### config.mk
export PLATFORM = sky130hd
export DESIGN_NAME = stage_sequencer
export DESIGN_NICKNAME = d
export VERILOG_FILES = /design/src/common/gat_pkg.sv /design/src/logic/stage_sequencer.sv
export SDC_FILE = /design/constraint.sdc
export NUM_CORES = 1
export LEC_CHECK = 0
export BUFFER_PORTS_ARGS = -buffer_cell sky130_fd_sc_hd__buf_2
export CORE_AREA = 2 2 39 41
export CTS_CLUSTER_SIZE = 24
export DETAILED_ROUTE_END_ITERATION = 8
export DIE_AREA = 0 0 41 43
export PLACE_DENSITY = 0.51
export SLEW_MARGIN = 20
export SYNTH_ARGS = -nofsm -noshare
export SYNTH_HDL_FRONTEND = slang
export SYNTH_SLANG_ARGS = --single-unit
export TNS_END_PERCENT = 30
### constraint.sdc
create_clock -name clk -period 1.1 [get_ports clk]
set_clock_uncertainty 0.05 [all_clocks]
set_input_delay 0.22 -clock clk [delete_from_list [all_inputs] [get_ports clk]]
set_output_delay 0.22 -clock clk [all_outputs]
set_load 0.01 [all_outputs]
### src/common/gat_pkg.sv
package gat_pkg;

  localparam int unsigned NUM_PE     = 16;
  localparam int unsigned PE_W       = 12;
  localparam int unsigned LANE_IDX_W = $clog2(NUM_PE);
  localparam int unsigned SHIFT_W    = 2;

  // Sparse entry layout is {row_end, lane, shift, value}
  localparam int unsigned ENTRY_W         = 1 + LANE_IDX_W + SHIFT_W + PE_W;
  localparam int unsigned ENT_VALUE_LSB   = 0;
  localparam int unsigned ENT_SHIFT_LSB   = PE_W;
  localparam int unsigned ENT_LANE_LSB    = PE_W + SHIFT_W;
  localparam int unsigned ENT_ROW_END_BIT = ENTRY_W - 1;

  localparam int unsigned ENTRY_AW        = 18;
  localparam int unsigned ENTRY_DEPTH     = 1 << ENTRY_AW;
  localparam int unsigned ROW_W           = 14;
  localparam int unsigned FEAT_AW         = 16;
  localparam int unsigned FEAT_DW         = 32;
  localparam int unsigned FEAT_HALF_W     = FEAT_DW / 2;
  localparam int unsigned WORDS_PER_ROW   = NUM_PE / 2;
  localparam int unsigned WORD_IDX_W      = $clog2(WORDS_PER_ROW);
  localparam int unsigned FEAT_ADDR_LIMIT = 43328;

  localparam int unsigned CAPTURE_LANE  = 2;
  localparam int unsigned CAPTURE_ROW_A = 10;
  localparam int unsigned CAPTURE_ROW_B = 20;

  localparam int unsigned DMVM_LAT = 4;
  localparam int unsigned SM_LAT   = 3;
  localparam int unsigned AGGR_LAT = 5;
  localparam int unsigned TIMER_W  = 8;

  localparam int unsigned DBG_W          = 32;
  localparam int unsigned NUM_FLAGS      = 10;
  localparam int unsigned FLAG_FEAT_WR   = 9;
  localparam int unsigned FLAG_ADDR_OVER = 8;
  localparam int unsigned FLAG_SPMM_VLD  = 7;
  localparam int unsigned FLAG_SPMM_RDY  = 6;
  localparam int unsigned FLAG_DMVM_VLD  = 5;
  localparam int unsigned FLAG_DMVM_RDY  = 4;
  localparam int unsigned FLAG_SM_VLD    = 3;
  localparam int unsigned FLAG_SM_RDY    = 2;
  localparam int unsigned FLAG_AGGR_VLD  = 1;
  localparam int unsigned FLAG_AGGR_RDY  = 0;

  typedef logic [PE_W-1:0]      pe_data_t;
  typedef logic [ENTRY_W-1:0]   entry_t;
  typedef logic [ENTRY_AW-1:0]  entry_addr_t;
  typedef logic [ROW_W-1:0]     row_addr_t;
  typedef logic [FEAT_AW-1:0]   feat_addr_t;
  typedef logic [FEAT_DW-1:0]   feat_data_t;
  typedef logic [NUM_FLAGS-1:0] dbg_flags_t;

  typedef enum logic [2:0] {
    IDLE,
    SPMM_RUN,
    DMVM_RUN,
    SM_RUN,
    AGGR_RUN
  } seq_state_t;

endpackage

### src/logic/stage_sequencer.sv
module stage_sequencer (
  input  logic clk,
  input  logic rst_n,
  input  logic start_i,
  input  logic spmm_rdy_i,
  input  logic dmvm_rdy_i,
  input  logic sm_rdy_i,
  input  logic aggr_rdy_i,
  output logic spmm_vld_o,
  output logic dmvm_vld_o,
  output logic sm_vld_o,
  output logic aggr_vld_o,
  output logic done_o
);

  gat_pkg::seq_state_t state_q;
  gat_pkg::seq_state_t state_d;

  logic spmm_vld_d;
  logic dmvm_vld_d;
  logic sm_vld_d;
  logic aggr_vld_d;
  logic done_d;

  always_comb begin
    state_d    = state_q;
    spmm_vld_d = 1'b0;
    dmvm_vld_d = 1'b0;
    sm_vld_d   = 1'b0;
    aggr_vld_d = 1'b0;
    done_d     = 1'b0;
    case (state_q)
      gat_pkg::IDLE: begin
        if (start_i) begin
          state_d    = gat_pkg::SPMM_RUN;
          spmm_vld_d = 1'b1;
        end
      end
      gat_pkg::SPMM_RUN: begin
        if (spmm_rdy_i) begin
          state_d    = gat_pkg::DMVM_RUN;
          dmvm_vld_d = 1'b1;
        end
      end
      gat_pkg::DMVM_RUN: begin
        if (dmvm_rdy_i) begin
          state_d  = gat_pkg::SM_RUN;
          sm_vld_d = 1'b1;
        end
      end
      gat_pkg::SM_RUN: begin
        if (sm_rdy_i) begin
          state_d    = gat_pkg::AGGR_RUN;
          aggr_vld_d = 1'b1;
        end
      end
      gat_pkg::AGGR_RUN: begin
        if (aggr_rdy_i) begin
          state_d = gat_pkg::IDLE;
          done_d  = 1'b1;  // Layer pass complete
        end
      end
      default: state_d = gat_pkg::IDLE;
    endcase
  end

  always_ff @(posedge clk or negedge rst_n) begin
    if (!rst_n) begin
      state_q    <= gat_pkg::IDLE;
      spmm_vld_o <= 1'b0;
      dmvm_vld_o <= 1'b0;
      sm_vld_o   <= 1'b0;
      aggr_vld_o <= 1'b0;
      done_o     <= 1'b0;
    end else begin
      state_q    <= state_d;
      spmm_vld_o <= spmm_vld_d;
      dmvm_vld_o <= dmvm_vld_d;
      sm_vld_o   <= sm_vld_d;
      aggr_vld_o <= aggr_vld_d;
      done_o     <= done_d;
    end
  end

endmodule

# Yosys cells after proc, flatten, opt, wreduce, memory -nomap -nowiden
# Index checks and enable logic that the tools add are counted.
# word_totals
regBits,8
in_bits,7
output_inout_bits,5
word_cells,33
# classes
mux,16
n_eq_ne,9
n_reduce_logical,2
# ops
operator,count
$mux 3,5
$pmux 3 s5,1
$mux 1,10
$ne 2x2->1 const B,5
$eq 3x2->1 const B,2
$reduce_and 5->1,1
$eq 3x1->1 const B,1
$eq 3x3->1 const B,1
$logic_not 3->1,1

# Depth between registers and ports, before layout
# Gate-level depths: netlist of run 1.
# depth
word_depth,3
depth_mapped,4
mapped_depth_nobuf,3

# Least setup slack after synthesis of run 1
# No wires, ideal clock.
# synth_path
path_kind,register to register
startpoint,register state_q[2]
endpoint,register sm_vld_o
slack_ns,0.200
required_time_ns,0.970
arrival_ns,0.770
path_stages_with_launch,3
setup_ns,0.080
synth_period_minus_slack_ns,0.900
path_cell_list,dfrtp_1 nand2b_2 nor3b_2
# synth_between
elab_chain_cells,2
# synth_lines
item,line_no,source
"start, declared",stage_sequencer.sv:16,gat_pkg::seq_state_t state_q;
"start signal, assigned",stage_sequencer.sv:69,state_q <= gat_pkg::IDLE;
"start signal, assigned",stage_sequencer.sv:76,state_q <= state_d;
$eq 3x2->1,stage_sequencer.sv:32,case (state_q)
$mux 1,stage_sequencer.sv:32,
named net sm_vld_d,stage_sequencer.sv:21,logic sm_vld_d;
"end signal, assigned",stage_sequencer.sv:79,sm_vld_o <= sm_vld_d;
"end, declared",stage_sequencer.sv:11,"output logic sm_vld_o,"
# The timed path passes the listed nets, and every way through them passes these cells.
# A chain may end at the register's enable or synchronous reset.

# Final worst setup path of run 1
# layout_path
startpoint,register spmm_vld_o
endpoint,output port spmm_vld_o
# layout_lines
item,line_no,source
"start, declared",stage_sequencer.sv:9,"output logic spmm_vld_o,"
"start signal, assigned",stage_sequencer.sv:77,spmm_vld_o <= spmm_vld_d;
# No word-level cell between the ends.

==> results of run 1 <==
worst reg2reg max path, delay by kind of cell, from the launching register on:
family,cells,cell delay (ns)
AND/OR/NAND/NOR,1,0.12
flip-flops,1,0.51
AO/OA/AOI/OAI,2,0.21
sequential cells by signal, indices dropped and copies added, names as in the netlist:
signal,flops
spmm_vld_o,1
aggr_vld_o,1
sm_vld_o,1
state_q,3
dmvm_vld_o,1
done_o,1
Yosys cell counts (all sizes together), types with 2 or more instances:
| cell | number |
|---|---|
| nor2 | 2 |
| nand2 | 4 |
| dfrtp | 8 |
| a21oi | 2 |
| o211ai | 2 |
metrics by stage:
| step | cell area, um2 | power [W] |
|---|---|---|
| after floorplan | 324.1 | 0.0007058 |
| after global placement | 395.4 | 0.0007761 |
| after detailed placement | 395.4 | 0.0007762 |
| after CTS | 427.9 | 0.001012 |
| after global routing | 427.9 | 0.001075 |
| final | 427.9 | 0.0009953 |
power by group through the flow:
stage          clock network, W  logic (W)  registers [W]
3_3_place_gp                  0   0.000289       0.000488
3_5_place_dp                  0   0.000287       0.000489
2_1_floorplan                 0   0.000234       0.000471
6_report               0.000225   0.000285       0.000485
5_1_grt                0.000249   0.000324       0.000502
4_1_cts                0.000238   0.000291       0.000483
area by class of cell:
cell class              count  share of cell area [%]
well taps                  16                   4.678
repair buffers             13                   16.96
multi-input cells          17                   25.44
inverters                   1                  0.8772
clock buffers               3                   5.263
flip-flops and latches      8                   46.78
path summary, 6_finish.rpt:
kind / from / end / slack (ns) / cells after the start
hold reg to reg: state_q[2] / state_q[1] / 0.43 / 1
hold / removal: aggr_rdy_i / state_q[2] / 0.12 / 2
setup reg to reg: state_q[0] / state_q[0] / 0.10 / 3
max in group asynchronous: rst_n / aggr_vld_o / 0.55 / 2
setup / recovery: spmm_vld_o / spmm_vld_o / 0.09 / 1
min in group asynchronous: rst_n / spmm_vld_o / 0.28 / 2
cells by family after synthesis:
logic type             after synthesis
AND/OR/NAND/NOR                     12
flip-flops                           8
buffers and inverters                2
AO/OA/AOI/OAI                        5
cells in the final DEF, fill, tap and decap left out:
cell	count
o22ai_1	1
nor2_1	2
inv_1	1
nand2b_2	1
o211ai_1	2
nand2_2	1
nand2_1	3
buf_2	11
clkbuf_4	3
nor4b_2	1
a21oi_1	2
nor3b_2	1
nor3_1	1
buf_4	1
dfrtp_1	8
nand3_1	1
dlygate4sd3_1	1
and3_1	1
routing by layer:
layer | GRT usage (%) | routed length [um] | share of wire (%)
met5 | 0 | 0 | 0
met4 | 6.000 | 22 | 3.9
met3 | 6.283 | 53 | 9.3
met2 | 10.63 | 251 | 44
met1 | 9.000 | 244 | 43
==> flow_summary.json, run 1 <==
{
  "status": "completed",
  "cts_resized": 0,
  "die_area_um2": 1763,
  "final.period_utilization_pct": 92.24,
  "ant_nets": 0,
  "synth_cells": 27,
  "wl_per_cell_um": 9.845,
  "syn_nets": 34,
  "combPwrFrac_pct": 28.6,
  "cts_setup_buffers": 0,
  "synth_top_family_by_area": "simple AND/OR/NAND/NOR gates",
  "hold_viol": 0,
  "worstPathRequired_ns": 0.83,
  "power_density_nw_per_um2": 2326,
  "cts_hold_buf": 1,
  "num_vias": 244,
  "num_io_pins": 12,
  "wl_um": 571,
  "fill_cells": 155,
  "tightest_slew_ns": 0.2960,
  "num_antenna_cells": 0,
  "grt_max_degree": 9,
  "overflow": 0,
  "drtIter0Drc": 4,
  "drc": 0,
  "path_cells": "buf_2",
  "synth_compound_area_share_pct": 9.653,
  "synthMuxAreaShare_pct": 0,
  "critPathLaunchType": "flop",
  "dieWidth_um": 41,
  "swShare_pct": 34.87,
  "path_class": "reg -> out",
  "antenna_found_initial": 0,
  "cap_violations": 0,
  "path_max_fanout": 1,
  "p_leak_nw": 0.2174,
  "viasPerCell": 4.207,
  "syn_area_um2": 324.1,
  "yosys_warnings": 0,
  "whs_ns": 0.1217,
  "gp_congestion": 0.7691,
  "crit_family": "flip-flops",
  "synthToLayoutAreaGrowth_pct": 32.05,
  "synth-simple-area-share_pct": 23.94,
  "synthXorXnorAreaFrac_pct": 0,
  "synthFlopType": "dfrtp_1",
  "setup_slack_ns": 0.08536,
  "final.min_clock_period_ns": 1.015,
  "setup_viol": 0,
  "synth_cell_type_count": 15,
  "rsz0062_at_grt": "no",
  "h-tree-depth": 1,
  "ys_ff_latch": 8,
  "p_int_w": 0.0006482,
  "grtUsageTotal_pct": 8.325,
  "synth_top_area_cell": "dfrtp_1",
  "grt_pass1_wl_um": 876,
  "fin_util_pct": 30.92,
  "fin_setup_tns_ns": 0,
  "grt_pass1_vias": 212,
  "stdcell_count": 58,
  "cts_buffers": 3,
  "std_cell_rows": 14,
  "place_inst": 54,
  "core-area_um2": 1384,
  "place_ws_ns": 0.1192,
  "portBuffers": 11,
  "clockPowerShare_pct": 22.6,
  "arrival_ns": 0.74,
  "vdd_drop_max_mv": 0.7841,
  "multi_input_area_um2": 108.9,
  "die_height_um": 43,
  "cts.sink_count": 8,
  "seqCellArea_um2": 200.2,
  "p_sw_w": 0.0003471,
  "endpoint_kind": "output port",
  "slew_headroom_pct": 80.27,
  "drive_above_1_share_pct": 45.24,
  "ys_top_cells_by_area": "dfrtp_1 62%, nor4b_2 4.6%, o211ai_1 4.6%, nor3b_2 3.9%, buf_6 3.5%",
  "ys_seq_area_share_pct": 61.78,
  "cts_buffer_depth": 2,
  "cts_root_buffer": "clkbuf_4",
  "power_frac_seq_pct": 48.7,
  "cpPeakStageDelay_ns": 0.35,
  "final_nets": 51,
  "slew_viol_final": 0,
  "synth_top_area_share_pct": 61.78,
  "crit_slowest_cell": "dfrtp_1",
  "start_util_pct": 23.42,
  "async_reset_ff_share_pct": 100.0,
  "insertion_delay_ns": 0.26,
  "cts_tree": "done",
  "clk_pin_slew_worst_paths_ns": 0.05,
  "synth_adder_area_share_pct": 0,
  "hold_class": "in -> reg",
  "synth_edf_count": 0,
  "avgSynthCellArea_um2": 12.00,
  "fmax_ghz": 0.9856,
  "dr.pass1.iters": 2,
  "path_buf_inv": 1
}
Note: power is estimated with default switching activity, not from simulation.
==> inputs of run 2 (changes only) <==
--- a/config.mk
+++ b/config.mk
@@ -5,12 +5,14 @@
 export SDC_FILE = /design/constraint.sdc
 export NUM_CORES = 1
 export LEC_CHECK = 0
+export ABC_AREA = 1
 export BUFFER_PORTS_ARGS = -buffer_cell sky130_fd_sc_hd__buf_2
-export CORE_AREA = 2 2 39 41
+export CORE_MARGIN = 2
+export CORE_UTILIZATION = 30
 export CTS_CLUSTER_SIZE = 24
 export DETAILED_ROUTE_END_ITERATION = 8
-export DIE_AREA = 0 0 41 43
-export PLACE_DENSITY = 0.51
+export PLACE_DENSITY = 0.57
+export SKIP_LAST_GASP = 1
 export SLEW_MARGIN = 20
 export SYNTH_ARGS = -nofsm -noshare
 export SYNTH_HDL_FRONTEND = slang
==> flow_summary.json, run 2 <==
{
  "drc": 0,
  "hpwl_um": 559.2,
  "synthToLayoutAreaGrowth_pct": 42.17,
  "portBuffers": 11,
  "synth_top_area_cell": "dfrtp_1",
  "ant_nets": 0,
  "seqCellArea_um2": 203.9,
  "overflow": 0,
  "std_cell_rows": 13,
  "place_ws_ns": -0.05397,
  "ys_top_cells_by_area": "dfrtp_1 51%, inv_1 9.6%, nand3_1 8.9%, nand2_1 7.7%, nor2_1 3.8%",
  "ys_seq_area_share_pct": 51.12,
  "rsz0062_at_grt": "yes",
  "num_vias": 364,
  "synth_cell_type_count": 13,
  "final.period_utilization_pct": 101.9,
  "viasPerCell": 4.386,
  "violations": "setup timing",
  "cts_buffer_depth": 2,
  "die_area_um2": 1610,
  "cap_violations": 0,
  "stdcell_count": 83,
  "insertion_delay_ns": 0.26,
  "yosys_warnings": 0,
  "p_int_w": 0.0008576,
  "slew_viol_final": 0,
  "grtUsageTotal_pct": 13.43,
  "hold_depth": 3,
  "synth_cells": 48,
  "start_util_pct": 31.27,
  "gp_congestion": 0.7708,
  "worstHoldStart": "spmm_rdy_i",
  "wl_um": 809,
  "hold_class": "in -> reg",
  "crit_start": "state_q[1]",
  "final_cell_mix": "11 x buf_2, 9 x inv_1, 6 x nand2_1, 6 x buf_4",
  "num_antenna_cells": 0,
  "combPwrFrac_pct": 47.3,
  "place_inst": 77,
  "clockPowerShare_pct": 16.4,
  "endpoint_kind": "flop",
  "grt_pass1_wl_mm": 1.352,
  "synth_edf_count": 0,
  "setup_viol": 2,
  "num_io_pins": 12,
  "h-tree-depth": 1,
  "largest_register_ffs": 3,
  "p_sw_w": 0.0005462,
  "drive_above_1_share_pct": 48.53,
  "path_class": "reg -> reg",
  "power_frac_seq_pct": 36.4,
  "synth_top_area_share_pct": 51.12,
  "final.min_clock_period_ns": 1.120,
  "synthFlopType": "dfrtp_1",
  "status": "complete, but fails checks",
  "setup_slack_ns": -0.02044,
  "async_reset_ff_share_pct": 100.0,
  "tightest_slew_ns": 0.2492,
  "drtIter0Drc": 4,
  "worstPathRequired_ns": 1.20,
  "cts_buffers": 3,
  "multi_input_area_um2": 160.2,
  "r2r-start": "state_q[1]",
  "synth_common_cells": "10 x inv_1, 8 x dfrtp_1, 8 x nand2_1, 7 x nand3_1, 4 x nor2_1",
  "antenna_found_initial": 0,
  "final_nets": 77,
  "synth.most_common_cell": "inv_1",
  "vdd_drop_max_mv": 0.8467,
  "clk_pin_slew_worst_paths_ns": 0.06,
  "power_density_nw_per_um2": 2521,
  "final_common_cell": "buf_2",
  "arrival_ns": 1.22,
  "grt_pass1_vias": 350,
  "fmax_ghz": 0.8925,
  "worst-r2r-cell-count": 6,
  "syn_nets": 55,
  "wl_per_cell_um": 9.747,
  "hold_viol": 0,
  "critPathLaunchType": "flop",
  "cts_tree": "done",
  "p_leak_nw": 0.3325,
  "grt_max_degree": 9,
  "cts.sink_count": 8,
  "path_max_fanout": 6,
  "slew_headroom_pct": 83.23,
  "postLayoutCellArea_um2": 556.8,
  "cts_root_buffer": "clkbuf_4",
  "fill_cells": 119,
  "syn_area_um2": 391.6,
  "dieWidth_um": 40.13,
  "die_height_um": 40.13,
  "core-area_um2": 1252,
  "ys_ff_latch": 8,
  "swShare_pct": 38.91,
  "dpl-instance-area_um2": 488.0,
  "regMostFlops": "state_q",
  "avgSynthCellArea_um2": 8.159,
  "dr.pass1.iters": 2
}
[run 2: what timing repair did]
action	CTS	global route
endpoints found under the setup margin	2	3
setup buffers	1	1
endpoints found under the hold margin	8	0
pin swaps	3	0
hold buffers	1	0
cloned	0	0
resized for setup	9	0
[run 2: worst paths after layout]
check | to | slack, ns
max | state_q[0] | -0.02
min | dmvm_vld_o | 0.14
max reg2reg | state_q[0] | -0.02
min reg2reg | spmm_vld_o | 0.50
max in group asynchronous | state_q[2] | 0.50
min in group asynchronous | spmm_vld_o | 0.30
[run 2: per-layer routing]
metal	routed length (um)	vias to the layer above	global-route usage (%)	share of wire, %
li1	-	189	-	-
met3	32	4	1.667	4.0
met2	401	10	22.98	50
met5	0	-	0	0
met1	346	161	13.85	43
met4	27	0	12.93	3.3
[run 2: worst max-delay path, stage by stage, from the launching register on]
cell and delay [ns]:
dfrtp_2 0.46, nor2_2 0.15, nand3_2 0.10, nand2_1 0.10
nor2_2 0.04, nand3_1 0.06, nand2_1 0.05
[run 2: logic make-up after synthesis]
group                  share of synthesized area, %
and+or+nand+nor                               31.31
AOI/OAI and AO/OA                             5.109
buffers and inverters                         12.46
DFF                                           51.12
[run 2: area by class of cell]
class	count	share of cell area [%]
Multi-Input combinational cell	28	28.76
Timing Repair Buffer	18	19.78
Sequential cell	8	36.63
Inverter	11	7.416
Clock buffer	3	4.045
Tap cell	15	3.371
[run 2: power groups by stage]
stage	Sequential (W)	Combinational, W	Clock, W
2_1_floorplan	0.000467	0.000385	0
3_3_place_gp	0.000486	0.000560	0
3_5_place_dp	0.000487	0.000567	0
4_1_cts	0.000508	0.000628	0.000233
5_1_grt	0.000519	0.000747	0.000244
6_report	0.000510	0.000663	0.000230
[run 2: stage by stage]
stage | power, W | utilization (%) | setup TNS, ns | hold WS (ns)
2_1_floorplan | 0.0008521 | - | 0 | -0.1256
3_3_place_gp | 0.001047 | 38.96 | -0.09720 | 0.02061
3_5_place_dp | 0.001055 | 38.96 | -0.1052 | 0.02315
4_1_cts | 0.001369 | 43.86 | -0.02086 | 0.1448
5_1_grt | 0.001510 | 44.46 | -0.2410 | 0.1531
6_report | 0.001404 | 44.46 | -0.03485 | 0.1428
==> inputs of run 3 (changes only) <==
--- a/config.mk
+++ b/config.mk
@@ -12,7 +12,7 @@
 export CTS_CLUSTER_SIZE = 24
 export DETAILED_ROUTE_END_ITERATION = 8
 export PLACE_DENSITY = 0.57
-export SKIP_LAST_GASP = 1
+export REMOVE_ABC_BUFFERS = 1
 export SLEW_MARGIN = 20
 export SYNTH_ARGS = -nofsm -noshare
 export SYNTH_HDL_FRONTEND = slang
==> flow_summary.json, run 3 (synthesized netlist as in run 2, its figures left out) <==
{
  "status": "complete, but fails checks",
  "violations": "setup timing",
  "dr.max_layer_used": "met4",
  "core-area_um2": 1252,
  "hold_class": "in -> reg",
  "grtUsageTotal_pct": 12.51,
  "setup_viol": 2,
  "clockPowerShare_pct": 16.5,
  "cts_tree": "done",
  "rrSetupSlack_ns": -0.02,
  "path_buf_inv": 1,
  "p_sw_w": 0.0004968,
  "std_cell_rows": 13,
  "viasPerCell": 4.378,
  "setup_slack_ns": -0.01678,
  "grt_max_degree": 9,
  "dr.pass1.iters": 4,
  "num_antenna_cells": 0,
  "combPwrFrac_pct": 45.5,
  "worst-r2r-cell-count": 6,
  "dieWidth_um": 40.13,
  "crit_slowest_cell": "dfrtp_2",
  "die_height_um": 40.13,
  "largest_register_ffs": 3,
  "cts_root_buffer": "clkbuf_4",
  "final.min_clock_period_ns": 1.117,
  "antenna_found_initial": 0,
  "portBuffers": 11,
  "worstHoldStart": "spmm_rdy_i",
  "cts.sink_count": 8,
  "drc": 0,
  "vdd_drop_max_mv": 0.8286,
  "num_io_pins": 12,
  "power_frac_seq_pct": 38.1,
  "dr_wl_met3_um": 40,
  "slew_headroom_pct": 84.34,
  "arrival_ns": 1.20,
  "fmax_ghz": 0.8954,
  "num_vias": 359,
  "start_util_pct": 31.27,
  "grt_pass1_vias": 333,
  "rsz0062_at_grt": "yes",
  "insertion_delay_ns": 0.25,
  "path_class": "reg -> reg",
  "wl_per_cell_um": 9.037,
  "cap_violations": 0,
  "postLayoutCellArea_um2": 544.3,
  "final.period_utilization_pct": 101.5,
  "power_w": 0.001304,
  "crit_family": "flip-flops",
  "hold_depth": 3,
  "drive_above_1_share_pct": 44.78,
  "final_nets": 76,
  "met1_length_um": 325,
  "path_max_fanout": 5,
  "hold_viol": 0,
  "die_area_um2": 1610,
  "slew_viol_final": 0,
  "whs_ns": 0.1606,
  "hpwl_um": 567.1,
  "drtIter0Drc": 4,
  "fill_cells": 128,
  "endpoint_kind": "flop",
  "route.met2.wl_um": 355,
  "cpPeakStageDelay_ns": 0.45,
  "overflow": 0,
  "r2r_end": "state_q[0]",
  "holdPathEnd": "dmvm_vld_o",
  "h-tree-depth": 1,
  "synthToLayoutAreaGrowth_pct": 38.98,
  "worstPathRequired_ns": 1.18,
  "p_int_w": 0.0008071,
  "path_cells": "nor2_4, nand3_1, nand2_1, inv_1, nand3_1, nand2_1",
  "p_leak_nw": 0.3275,
  "ant_nets": 0,
  "final_cell_mix": "11 x buf_2, 9 x inv_1, 7 x nand2_1",
  "grt_pass1_wl_mm": 1.242,
  "swShare_pct": 38.10,
  "final_common_cell": "buf_2",
  "tightest_slew_ns": 0.2328,
  "critPathLaunchType": "flop",
  "clk_pin_slew_worst_paths_ns": 0.05,
  "r2r-start": "state_q[2]",
  "wl_um": 741,
  "gp_congestion": 0.7516,
  "cts_buffer_depth": 2,
  "regMostFlops": "state_q",
  "cts_buffers": 3,
  "dpl-instance-area_um2": 480.5,
  "power_density_nw_per_um2": 2396
}
run 3: worst max path at each step:
stage	cells past startpoint	from	to	slack [ns]
2_1_floorplan	6	state_q[0]	state_q[0]	0.02
3_3_place_gp	6	state_q[0]	state_q[0]	-0.05
3_5_place_dp	6	state_q[0]	state_q[0]	-0.06
4_1_cts	6	state_q[2]	state_q[0]	-0.01
5_1_grt	7	state_q[1]	state_q[0]	-0.11
6_report	6	state_q[2]	state_q[0]	-0.02
run 3: final cells by class:
class                           count  area, um2  share of cell area [%]
Tap cell                           15      18.77                   3.448
Inverter                           11      41.29                   7.586
Multi-Input combinational cell     28      155.1                   28.51
Timing Repair Buffer               17      102.6                   18.85
Sequential cell                     8      203.9                   37.47
Clock buffer                        3      22.52                   4.138
run 3: tightest hold or removal path, cell delays in order:
cell    delay (ns)
buf_2         0.09
inv_1         0.06
nor2_1        0.04
run 3: power groups by stage:
| stage | clock, W | sequential, W | combinational (W) |
|---|---|---|---|
| detailed placement | 0 | 0.000481 | 0.000545 |
| global placement | 0 | 0.000481 | 0.000540 |
| floorplan | 0 | 0.000502 | 0.000323 |
| global route | 0.000254 | 0.000508 | 0.000685 |
| CTS | 0.000231 | 0.000494 | 0.000591 |
| finish | 0.000215 | 0.000496 | 0.000593 |
run 3: what timing repair did:
action / CTS / global route
setup endpoints to repair: 2 / 3
buffers inserted: 2 / 0
pin swaps: 8 / 0
hold buffers: 1 / 0
endpoints found under the hold margin: 8 / 0
resized for setup: 6 / 1
run 3: stage by stage:
step,std cells,setup slack [ns],setup TNS (ns),utilization (%)
floorplan,47,0.01906,0,-
global placement,76,-0.05281,-0.1001,38.36
detailed placement,76,-0.05988,-0.1167,38.36
CTS,82,-0.01111,-0.01353,43.06
global route,82,-0.1067,-0.2116,43.46
finish,82,-0.01678,-0.03063,43.46
run 3: routing by layer:
layer	track usage (%)	vias to the layer above
met5	0	-
met3	1.667	2
met1	13.22	159
li1	-	188
met2	19.35	10
met4	15.52	0
